$ cat src/hdl/cpu_defs.svh
`ifndef CPU_DEFS_SVH
`define CPU_DEFS_SVH

`define CPU_XLEN          32
`define CPU_STATION_COUNT 4
`define CPU_TAG_WIDTH     2
`define CPU_REG_COUNT     31 // x1 to x31

`define CPU_OPCODE_RANGE  6:0
`define CPU_FUNCT3_RANGE  14:12
`define CPU_FUNCT7_RANGE  31:25

`define CPU_OPCODE_OP_IMM 7'b0010011
`define CPU_OPCODE_OP     7'b0110011
`define CPU_OPCODE_BRANCH 7'b1100011
`define CPU_OPCODE_JAL    7'b1101111

`endif
$ cat src/hdl/cpu_pkg.sv
`default_nettype none
`include "cpu_defs.svh"

package cpu_pkg;

    typedef logic [`CPU_XLEN - 1:0] word_t;
    typedef logic [$clog2(`CPU_REG_COUNT + 1) - 1:0] reg_index_t; // Index 0 is x0
    typedef logic [`CPU_TAG_WIDTH - 1:0] station_tag_t;

    typedef enum logic [3:0] {
        alu_add,
        alu_sub,
        alu_or,
        alu_and,
        alu_xor,
        alu_sll,
        alu_srl,
        alu_sra,
        alu_sltu,
        alu_slt
    } alu_op_t;

    typedef enum logic [1:0] {
        fetch_idle,    // Only right after reset
        fetch_wait,
        fetch_held,
        fetch_discard  // Response belongs to a dead path
    } fetch_state_t;

endpackage

`default_nettype wire

$ cat src/hdl/cpu_top.sv
`timescale 1ns/1ns
`default_nettype none

module cpu_top (
    input  wire                 clock,
    input  wire                 reset,
    output logic                memory_enable,
    output cpu_pkg::word_t      memory_address,
    input  wire cpu_pkg::word_t memory_data_in,
    input  wire                 memory_ready,
    output logic                writeback_valid,
    output cpu_pkg::reg_index_t writeback_register,
    output cpu_pkg::word_t      writeback_value
);
    import cpu_pkg::*;

    logic instruction_valid;
    word_t instruction;
    word_t instruction_pc;
    logic instruction_taken;
    logic redirect;
    word_t redirect_pc;
    logic credit_available;
    logic issue;
    logic credit_return;
    alu_op_t issue_op;
    logic operand_ready_1;
    logic operand_ready_2;
    word_t operand_value_1;
    word_t operand_value_2;
    station_tag_t operand_tag_1;
    station_tag_t operand_tag_2;
    reg_index_t read_index_1;
    reg_index_t read_index_2;
    logic read_ready_1;
    logic read_ready_2;
    word_t read_value_1;
    word_t read_value_2;
    station_tag_t read_tag_1;
    station_tag_t read_tag_2;
    logic destination_busy;
    logic rename_valid;
    reg_index_t rename_index;
    station_tag_t issue_tag;
    logic link_valid;
    reg_index_t link_index;
    word_t link_value;
    logic result_valid;
    station_tag_t result_tag;
    word_t result_value;

    fetch_control fetch (.*);
    station_credits credits (.*);
    instruction_decode decode (.*);
    register_tags registers (.*);
    station_pool pool (.*);

endmodule

`default_nettype wire

$ cat src/hdl/station_pool.sv
`timescale 1ns/1ns
`default_nettype none
`include "cpu_defs.svh"

module station_pool (
    input  wire                        clock,
    input  wire                        reset,
    input  wire                        issue,
    input  wire cpu_pkg::alu_op_t      issue_op,
    input  wire                        operand_ready_1,
    input  wire cpu_pkg::word_t        operand_value_1,
    input  wire cpu_pkg::station_tag_t operand_tag_1,
    input  wire                        operand_ready_2,
    input  wire cpu_pkg::word_t        operand_value_2,
    input  wire cpu_pkg::station_tag_t operand_tag_2,
    output cpu_pkg::station_tag_t      issue_tag,
    output logic                       result_valid,
    output cpu_pkg::station_tag_t      result_tag,
    output cpu_pkg::word_t             result_value,
    output logic                       credit_return
);
    import cpu_pkg::*;

    logic occupied [`CPU_STATION_COUNT];
    alu_op_t operation [`CPU_STATION_COUNT];
    logic ready_1 [`CPU_STATION_COUNT];
    logic ready_2 [`CPU_STATION_COUNT];
    station_tag_t tag_1 [`CPU_STATION_COUNT];
    station_tag_t tag_2 [`CPU_STATION_COUNT];
    word_t value_1 [`CPU_STATION_COUNT];
    word_t value_2 [`CPU_STATION_COUNT];
    logic capture_1 [`CPU_STATION_COUNT];
    logic capture_2 [`CPU_STATION_COUNT];

    function automatic word_t alu(alu_op_t op, word_t a, word_t b);
        case (op)
            alu_add:  return a + b;
            alu_sub:  return a - b;
            alu_or:   return a | b;
            alu_and:  return a & b;
            alu_xor:  return a ^ b;
            alu_sll:  return a << b[4:0];
            alu_srl:  return a >> b[4:0];
            alu_sra:  return word_t'($signed(a) >>> b[4:0]);
            alu_sltu: return word_t'(a < b);
            default:  return word_t'($signed(a) < $signed(b));
        endcase
    endfunction

    // Downward scan leaves the lowest index selected
    always_comb begin
        issue_tag = '0;
        result_valid = 1'b0;
        result_tag = '0;
        for (int i = `CPU_STATION_COUNT - 1; i >= 0; i--) begin
            if (!occupied[i]) begin
                issue_tag = station_tag_t'(i);
            end
            if (occupied[i] && ready_1[i] && ready_2[i]) begin
                result_valid = 1'b1;
                result_tag = station_tag_t'(i);
            end
        end
        for (int i = 0; i < `CPU_STATION_COUNT; i++) begin
            capture_1[i] = occupied[i] && !ready_1[i] && result_valid_tag(tag_1[i]);
            capture_2[i] = occupied[i] && !ready_2[i] && result_valid_tag(tag_2[i]);
        end
        result_value = alu(operation[result_tag], value_1[result_tag], value_2[result_tag]);
    end

    function automatic logic result_valid_tag(station_tag_t tag);
        return result_valid && tag == result_tag;
    endfunction

    assign credit_return = result_valid;

    always_ff @(posedge clock or posedge reset) begin
        if (reset) begin
            for (int i = 0; i < `CPU_STATION_COUNT; i++) begin
                occupied[i] <= 1'b0;
                ready_1[i] <= 1'b0;
                ready_2[i] <= 1'b0;
            end
        end else begin
            for (int i = 0; i < `CPU_STATION_COUNT; i++) begin
                if (capture_1[i]) begin
                    ready_1[i] <= 1'b1;
                end
                if (capture_2[i]) begin
                    ready_2[i] <= 1'b1;
                end
            end
            if (result_valid) begin
                occupied[result_tag] <= 1'b0; // Frees as it broadcasts
            end
            if (issue) begin
                occupied[issue_tag] <= 1'b1;
                ready_1[issue_tag] <= operand_ready_1;
                ready_2[issue_tag] <= operand_ready_2;
            end
        end
    end

    always_ff @(posedge clock) begin
        for (int i = 0; i < `CPU_STATION_COUNT; i++) begin
            if (capture_1[i]) begin
                value_1[i] <= result_value;
            end
            if (capture_2[i]) begin
                value_2[i] <= result_value;
            end
        end
        if (issue) begin
            operation[issue_tag] <= issue_op;
            tag_1[issue_tag] <= operand_tag_1;
            tag_2[issue_tag] <= operand_tag_2;
            value_1[issue_tag] <= operand_value_1;
            value_2[issue_tag] <= operand_value_2;
        end
    end

    // Credit count and occupancy agree
    assert property (@(posedge clock) disable iff (reset) issue |-> !occupied[issue_tag]);

endmodule

`default_nettype wire

$ cat src/hdl/register_tags.sv
`timescale 1ns/1ns
`default_nettype none
`include "cpu_defs.svh"

module register_tags (
    input  wire                        clock,
    input  wire                        reset,
    input  wire cpu_pkg::reg_index_t   read_index_1,
    input  wire cpu_pkg::reg_index_t   read_index_2,
    output logic                       read_ready_1,
    output logic                       read_ready_2,
    output cpu_pkg::word_t             read_value_1,
    output cpu_pkg::word_t             read_value_2,
    output cpu_pkg::station_tag_t      read_tag_1,
    output cpu_pkg::station_tag_t      read_tag_2,
    output logic                       destination_busy,
    input  wire                        rename_valid,
    input  wire cpu_pkg::reg_index_t   rename_index,
    input  wire cpu_pkg::station_tag_t issue_tag,
    input  wire                        link_valid,
    input  wire cpu_pkg::reg_index_t   link_index,
    input  wire cpu_pkg::word_t        link_value,
    input  wire                        result_valid,
    input  wire cpu_pkg::station_tag_t result_tag,
    input  wire cpu_pkg::word_t        result_value,
    output logic                       writeback_valid,
    output cpu_pkg::reg_index_t        writeback_register,
    output cpu_pkg::word_t             writeback_value
);
    import cpu_pkg::*;

    logic busy [1:`CPU_REG_COUNT];
    station_tag_t tags [1:`CPU_REG_COUNT];
    word_t values [1:`CPU_REG_COUNT];
    logic result_hit;
    reg_index_t result_index;

    // Returns {ready, tag, value}
    function automatic logic [`CPU_XLEN + `CPU_TAG_WIDTH:0] lookup(reg_index_t index);
        if (index == '0) begin
            return {1'b1, {`CPU_TAG_WIDTH{1'b0}}, {`CPU_XLEN{1'b0}}};
        end
        if (busy[index] && !(result_valid && result_tag == tags[index])) begin
            return {1'b0, tags[index], values[index]};
        end
        return {1'b1, tags[index], busy[index] ? result_value : values[index]}; // Bus bypass
    endfunction

    always_comb begin
        {read_ready_1, read_tag_1, read_value_1} = lookup(read_index_1);
        {read_ready_2, read_tag_2, read_value_2} = lookup(read_index_2);
    end

    // A link write needs the write-back port to itself
    assign destination_busy = result_valid || (rename_index != '0 && busy[rename_index]);

    always_comb begin
        result_hit = 1'b0;
        result_index = '0;
        for (int i = 1; i <= `CPU_REG_COUNT; i++) begin
            if (busy[i] && result_valid && tags[i] == result_tag) begin
                result_hit = 1'b1;
                result_index = reg_index_t'(i);
            end
        end
    end

    always_ff @(posedge clock or posedge reset) begin
        if (reset) begin
            for (int i = 1; i <= `CPU_REG_COUNT; i++) begin
                busy[i] <= 1'b0;
                tags[i] <= '0;
            end
            writeback_valid <= 1'b0;
        end else begin
            if (result_hit) begin
                busy[result_index] <= 1'b0;
            end
            if (rename_valid) begin
                busy[rename_index] <= 1'b1; // Wins over a same-cycle clear
                tags[rename_index] <= issue_tag;
            end
            writeback_valid <= result_hit || link_valid;
        end
    end

    always_ff @(posedge clock) begin
        if (result_hit) begin
            values[result_index] <= result_value;
        end
        if (link_valid) begin
            values[link_index] <= link_value;
        end
        writeback_register <= link_valid ? link_index : result_index;
        writeback_value <= link_valid ? link_value : result_value;
    end

endmodule

`default_nettype wire

$ cat src/hdl/instruction_decode.sv
`timescale 1ns/1ns
`default_nettype none
`include "cpu_defs.svh"

module instruction_decode (
    input  wire                        instruction_valid,
    input  wire cpu_pkg::word_t        instruction,
    input  wire cpu_pkg::word_t        instruction_pc,
    output logic                       instruction_taken,
    input  wire                        credit_available,
    output logic                       issue,
    output cpu_pkg::alu_op_t           issue_op,
    output logic                       operand_ready_1,
    output cpu_pkg::word_t             operand_value_1,
    output cpu_pkg::station_tag_t      operand_tag_1,
    output logic                       operand_ready_2,
    output cpu_pkg::word_t             operand_value_2,
    output cpu_pkg::station_tag_t      operand_tag_2,
    output cpu_pkg::reg_index_t        read_index_1,
    output cpu_pkg::reg_index_t        read_index_2,
    input  wire                        read_ready_1,
    input  wire                        read_ready_2,
    input  wire cpu_pkg::word_t        read_value_1,
    input  wire cpu_pkg::word_t        read_value_2,
    input  wire cpu_pkg::station_tag_t read_tag_1,
    input  wire cpu_pkg::station_tag_t read_tag_2,
    input  wire                        destination_busy,
    output logic                       rename_valid,
    output cpu_pkg::reg_index_t        rename_index,
    output logic                       redirect,
    output cpu_pkg::word_t             redirect_pc,
    output logic                       link_valid,
    output cpu_pkg::reg_index_t        link_index,
    output cpu_pkg::word_t             link_value
);
    import cpu_pkg::*;

    logic [6:0] opcode;
    logic [2:0] funct3;
    logic [6:0] funct7;
    reg_index_t destination;
    word_t immediate_i;
    word_t immediate_b;
    word_t immediate_j;
    logic is_op_imm;
    logic is_alu;
    logic is_branch;
    logic is_jal;
    logic branch_taken;
    logic branch_go;
    logic jal_go;

    assign opcode = instruction[`CPU_OPCODE_RANGE];
    assign funct3 = instruction[`CPU_FUNCT3_RANGE];
    assign funct7 = instruction[`CPU_FUNCT7_RANGE];
    assign destination = instruction[11:7];
    assign read_index_1 = instruction[19:15];
    assign read_index_2 = instruction[24:20];

    assign immediate_i = word_t'($signed(instruction[31:20]));
    assign immediate_b = word_t'($signed({instruction[31], instruction[7],
        instruction[30:25], instruction[11:8], 1'b0}));
    assign immediate_j = word_t'($signed({instruction[31], instruction[19:12],
        instruction[20], instruction[30:21], 1'b0}));

    assign is_op_imm = opcode == `CPU_OPCODE_OP_IMM;
    assign is_alu = is_op_imm || opcode == `CPU_OPCODE_OP;
    assign is_branch = opcode == `CPU_OPCODE_BRANCH;
    assign is_jal = opcode == `CPU_OPCODE_JAL;

    always_comb begin
        case (funct3)
            3'b000:  issue_op = (!is_op_imm && funct7[5]) ? alu_sub : alu_add;
            3'b001:  issue_op = alu_sll;
            3'b010:  issue_op = alu_slt;
            3'b011:  issue_op = alu_sltu;
            3'b100:  issue_op = alu_xor;
            3'b101:  issue_op = funct7[5] ? alu_sra : alu_srl; // Also srai
            3'b110:  issue_op = alu_or;
            default: issue_op = alu_and;
        endcase
    end

    always_comb begin
        case (funct3)
            3'b000:  branch_taken = read_value_1 == read_value_2;
            3'b001:  branch_taken = read_value_1 != read_value_2;
            3'b100:  branch_taken = $signed(read_value_1) < $signed(read_value_2);
            3'b101:  branch_taken = $signed(read_value_1) >= $signed(read_value_2);
            3'b110:  branch_taken = read_value_1 < read_value_2;
            3'b111:  branch_taken = read_value_1 >= read_value_2;
            default: branch_taken = 1'b0;
        endcase
    end

    assign operand_ready_1 = read_ready_1;
    assign operand_value_1 = read_value_1;
    assign operand_tag_1 = read_tag_1;
    assign operand_ready_2 = is_op_imm || read_ready_2;
    assign operand_value_2 = is_op_imm ? immediate_i : read_value_2;
    assign operand_tag_2 = read_tag_2;

    assign issue = instruction_valid && is_alu && credit_available;
    assign rename_valid = issue && destination != '0;
    assign rename_index = destination;

    // Branches compare settled values only
    assign branch_go = instruction_valid && is_branch && read_ready_1 && read_ready_2;
    assign jal_go = instruction_valid && is_jal && !destination_busy;

    assign redirect = (branch_go && branch_taken) || jal_go;
    assign redirect_pc = instruction_pc + (is_jal ? immediate_j : immediate_b);

    assign link_valid = jal_go && destination != '0;
    assign link_index = destination;
    assign link_value = instruction_pc + word_t'(4);

    assign instruction_taken = issue || branch_go || jal_go
        || (instruction_valid && !is_alu && !is_branch && !is_jal); // Unknown, dropped

endmodule

`default_nettype wire

$ cat src/hdl/station_credits.sv
`timescale 1ns/1ns
`default_nettype none
`include "cpu_defs.svh"

module station_credits (
    input  wire  clock,
    input  wire  reset,
    input  wire  issue,
    input  wire  credit_return,
    output logic credit_available
);
    localparam int CREDIT_WIDTH = $clog2(`CPU_STATION_COUNT + 1);

    logic [CREDIT_WIDTH - 1:0] credits; // Free stations

    assign credit_available = credits != '0;

    always_ff @(posedge clock or posedge reset) begin
        if (reset) begin
            credits <= CREDIT_WIDTH'(`CPU_STATION_COUNT);
        end else if (issue != credit_return) begin
            credits <= issue ? credits - 1'b1 : credits + 1'b1;
        end
    end

    // Decode never issues without a free station
    assert property (@(posedge clock) disable iff (reset) issue |-> credits != '0);

    // The pool never frees more stations than it holds
    assert property (@(posedge clock) disable iff (reset)
        credit_return && !issue |-> credits < `CPU_STATION_COUNT);

endmodule

`default_nettype wire

$ cat src/hdl/fetch_control.sv
`timescale 1ns/1ns
`default_nettype none

module fetch_control (
    input  wire                 clock,
    input  wire                 reset,
    output logic                memory_enable,
    output cpu_pkg::word_t      memory_address,
    input  wire cpu_pkg::word_t memory_data_in,
    input  wire                 memory_ready,
    output logic                instruction_valid,
    output cpu_pkg::word_t      instruction,
    output cpu_pkg::word_t      instruction_pc,
    input  wire                 instruction_taken,
    input  wire                 redirect,
    input  wire cpu_pkg::word_t redirect_pc
);
    import cpu_pkg::*;

    fetch_state_t state;
    word_t fetch_pc; // Address of the next request
    logic accept;

    assign instruction_valid = state == fetch_held;
    assign accept = state == fetch_wait && memory_ready && !redirect;

    always_ff @(posedge clock or posedge reset) begin
        if (reset) begin
            state <= fetch_idle;
            fetch_pc <= '0;
            memory_enable <= 1'b0;
            memory_address <= '0;
        end else begin
            case (state)
                fetch_idle: begin
                    memory_enable <= 1'b1;
                    memory_address <= fetch_pc;
                    state <= fetch_wait;
                end
                fetch_wait: begin
                    if (redirect) begin
                        fetch_pc <= redirect_pc;
                        if (memory_ready) begin
                            memory_address <= redirect_pc; // Drop it and ask again
                        end else begin
                            state <= fetch_discard;
                        end
                    end else if (memory_ready) begin
                        memory_enable <= 1'b0;
                        fetch_pc <= memory_address + word_t'(4);
                        state <= fetch_held;
                    end
                end
                fetch_held: begin
                    if (instruction_taken) begin
                        memory_enable <= 1'b1;
                        memory_address <= redirect ? redirect_pc : fetch_pc;
                        state <= fetch_wait;
                    end
                end
                fetch_discard: begin
                    if (memory_ready) begin
                        memory_address <= fetch_pc; // Stale data ignored
                        state <= fetch_wait;
                    end
                end
            endcase
        end
    end

    always_ff @(posedge clock) begin
        if (accept) begin
            instruction <= memory_data_in;
            instruction_pc <= memory_address;
        end
    end

    // The memory only answers a pending request
    assert property (@(posedge clock) disable iff (reset) memory_ready |-> memory_enable);

endmodule

`default_nettype wire

$ cat config.mk
export PLATFORM = sky130hd
export DESIGN_NAME = cpu_top
export DESIGN_NICKNAME = d
export VERILOG_FILES = /design/src/hdl/cpu_pkg.sv /design/src/hdl/cpu_top.sv /design/src/hdl/station_pool.sv /design/src/hdl/register_tags.sv /design/src/hdl/instruction_decode.sv /design/src/hdl/station_credits.sv /design/src/hdl/fetch_control.sv
export VERILOG_INCLUDE_DIRS = /design/src /design/src/hdl
export SDC_FILE = /design/constraint.sdc
export NUM_CORES = 2
export LEC_CHECK = 0
export BUFFER_PORTS_ARGS = -buffer_cell sky130_fd_sc_hd__buf_4
export CORE_ASPECT_RATIO = 0.6
export CORE_MARGIN = 5
export CORE_UTILIZATION = 40
export DETAILED_ROUTE_END_ITERATION = 8
export GPL_TIMING_DRIVEN = 0
export PLACE_DENSITY = 0.52
export REMOVE_ABC_BUFFERS = 1
export SYNTH_ARGS = -nofsm -noshare
export SYNTH_HDL_FRONTEND = slang
export SYNTH_SLANG_ARGS = --single-unit
$ cat constraint.sdc
create_clock -name clock -period 25 [get_ports clock]
set_clock_uncertainty 0.1 [all_clocks]
set_input_delay 2.5 -clock clock [delete_from_list [all_inputs] [get_ports clock]]
set_output_delay 2.5 -clock clock [all_outputs]
set_load 0.02 [all_outputs]
==> metrics.csv <==
metric,value,unit
Final Max Slew Viols,83,
dpl hpwl,245,mm
worst-path maximum fanout,88,
period utilisation layout,58.2,%
Placement Cell Area,95300,um^2
Via-to-Cell Ratio,6.69,
GPL Wtd Cong,0.989,
Crit. End Element,register,
measured slew at the worst slew-check pin,1.58,ns
Final TNS setup,0,ns
"delay-heaviest family, CP",compound AO/OA/AOI/OAI gates,
Yosys Warn Count,0,
Util after Layout,45.9,%
Reg2Reg Depth,32,
WL final,345,mm
layout cells sized above 1,20.8,%
Max Fclk,68.7,MHz
synthesized instance count,6916,
Finished Cell Area,100000,um^2
Tmin final,14.55,ns
Final Power,8.30,mW
CP max stage cell,a311oi_1,
Hold Path Stages,0,
synthesized flop and latch total,1567,
nets,7091,
gr usage total,29.1,%
Mean Syn Cell Area,12.7,um^2
row cnt,133,
antenna violations before repair,18,
routed wl met2,136,mm
cts repair resizes,0,
Starting Density,40.2,%
GRT overflow,0,
Max clock buf depth,4,
met3 wire length,46.1,mm
# DRC,0,
drt first pass iters,8,
Post-synth top cells,"edfxtp_1 (1344), nor2_1 (662), mux4_2 (628)",
status,"finished, violations left",
Routed Antenna Nets,0,
first-pass GRT wire length,484,mm
H-tree Lvls,4,
RSZ-0062 raised after global routing,false,
clock sink count,1567,
die width,616,um
worst vdd ir,0.0000676,V
Area Overhead vs Synth,14.1,%
met1 wire length,154,mm
violations in the final reports,"max-capacitance violations, max-slew violations",
top-count cell post-synth,edfxtp_1,
"Setup Fix Bufs, Post-CTS",0,
IO buf count,105,
post-synthesis cell type count,116,
Main synth FF type,edfxtp_1,
crit path DAT,14.92,ns
Crit path buffers/inverters,5,
worst hold margin,0.375,ns
Cell Pwr Density,82.6,nW/um^2
pin count of the biggest net entering global routing,118,
"Seq/Total Area, Yosys",51.9,%
Final Hold Vio Count,0,
number of I/O pins,106,
Rel. slew slack,-5.29,%
crit path launch type,register,
Post-synth EDFFs,1344,
WS Path Type,reg2reg,
number of max-cap violations,3,
Hold/Removal Path Class,reg2reg,
Mapped Area,88000,um^2
"top cells by area, synth","edfxtp_1 (46%), mux4_2 (16%), dfrtp_1 (5.0%), nor2_1 (2.8%), mux2i_1 (2.8%)",
ys async rst share,11.2,%
full die area,230000,um^2
post-synth top area cell,edfxtp_1,
Top Layer Used,met5,
DR WL/cell,34.8,um
Final setup viols,0,
core area,219000,um^2
"Req. time, crit path",25.36,ns
post-synth top area share,45.8,%
"slowest stage delay, CP",1.19,ns
number of cells on the critical path,32,
die height,373,um
clk root buf,clkbuf_16,
CTS Hold Bufs,0,
initial DRC count,10000,
via count,66400,
TritonCTS clock tree,done,
clock latency on the worst-skew pair,0.84,ns
TritonCTS Buffers,164,
vias in the first global route,61900,
Lkg Pwr,35.1,nW
clk slew on worst S/H paths,0.06,ns
layout make-up:
cell class                      instances  area (um^2)
Antenna cell                            4         10.0
Fill cell                           19400       119000
Timing Repair Buffer                  333         4990
Clock buffer                          224         4510
Multi-Input combinational cell       4636        40300
Inverter                              185          713
Tap cell                             2902         3630
Sequential cell                      1567        45700
Clock inverter                         66          588
worst paths after layout:
path                                    startpoint                  endpoint  slack, ns
max in group asynchronous                    reset        registers.tags[40]      22.19
min                        fetch.memory_address[0]   fetch.instruction_pc[0]       0.38
min in group asynchronous                    reset         fetch.fetch_pc[4]       1.58
min reg2reg                fetch.memory_address[0]   fetch.instruction_pc[0]       0.38
max                               pool.occupied[1]  fetch.instruction_pc[25]      10.45
max reg2reg                       pool.occupied[1]  fetch.instruction_pc[25]      10.45
layout by cell type (no fill, tap or decap), types with 35 or more instances in the layout:
cell	instances
buf_8	46
nand3_1	118
ha_1	165
a22oi_1	92
xnor2_1	88
dfxtp_1	37
mux4_2	628
clkbuf_1	46
o22ai_1	87
a211oi_1	123
or3_1	47
mux2i_1	244
nor3_1	108
o211ai_1	55
nand2_1	512
inv_1	172
a221oi_1	35
nor2_1	626
a21o_1	78
o21ai_0	295
nor4_1	39
o221ai_1	40
and3_1	37
buf_4	125
a21oi_1	388
edfxtp_1	1344
o31ai_1	35
dfrtp_1	175
buf_12	77
buf_16	54
clkbuf_16	168
a31oi_1	63
worst reg2reg max path: cells and delay by family, from the launching register on:
kind | cells | cell delay (ns)
compound gates | 12 | 6.41
fa+ha+maj | 2 | 0.77
xor+xnor | 1 | 0.25
simple gates | 10 | 3.85
buf+inv | 5 | 1.74
mux | 2 | 0.38
flops | 1 | 0.56
power by group:
part | switching [mW] | internal, mW | leakage, nW
Clock | 1.06 | 1.37 | 2.51
Sequential | 0.256 | 2.91 | 15.0
Combinational | 1.53 | 1.18 | 17.6
state kept, by name, indices dropped and copies added (netlist names), 4 cells and up, named ones only:
signal                        cells
fetch.fetch_pc                   32
fetch.instruction                32
fetch.instruction_pc             32
fetch.memory_address             32
pool.occupied                     4
pool.operation                   16
pool.ready_1                      4
pool.ready_2                      4
pool.tag_1                        8
pool.tag_2                        8
pool.value_1                    128
pool.value_2                    128
registers.busy                   31
registers.tags                   62
registers.values                992
registers.writeback_register      5
registers.writeback_value        32
stage by stage:
stage	cells	setup slack [ns]
6_report	9917	10.45
5_1_grt	9913	10.09
4_1_cts	9910	10.84
3_5_place_dp	9620	10.93
3_3_place_gp	9395	-4.97
2_1_floorplan	6388	6.53
cell families (layout without fill, tap and decap cells):
family,Yosys count,in the layout,share of synthesized area [%]
and+or+nand+nor,1773,1773,9.12
xor gates and xnor gates,121,121,1.20
DFF,1567,1567,51.9
AOI/OAI and AO/OA,1665,1665,12.7
adders and majority gates,169,169,2.44
other,0,4,0
muxes,908,908,19.3
buffers and inverters,713,808,3.33
routing by layer:
layer  vias to the layer above  track usage [%]
li1                      27300                -
met1                     34300             45.4
met2                      4329             38.3
met3                       495             9.84
met4                        18             6.81
met5                         -            0.723
(Power assumes the default switching activity.)
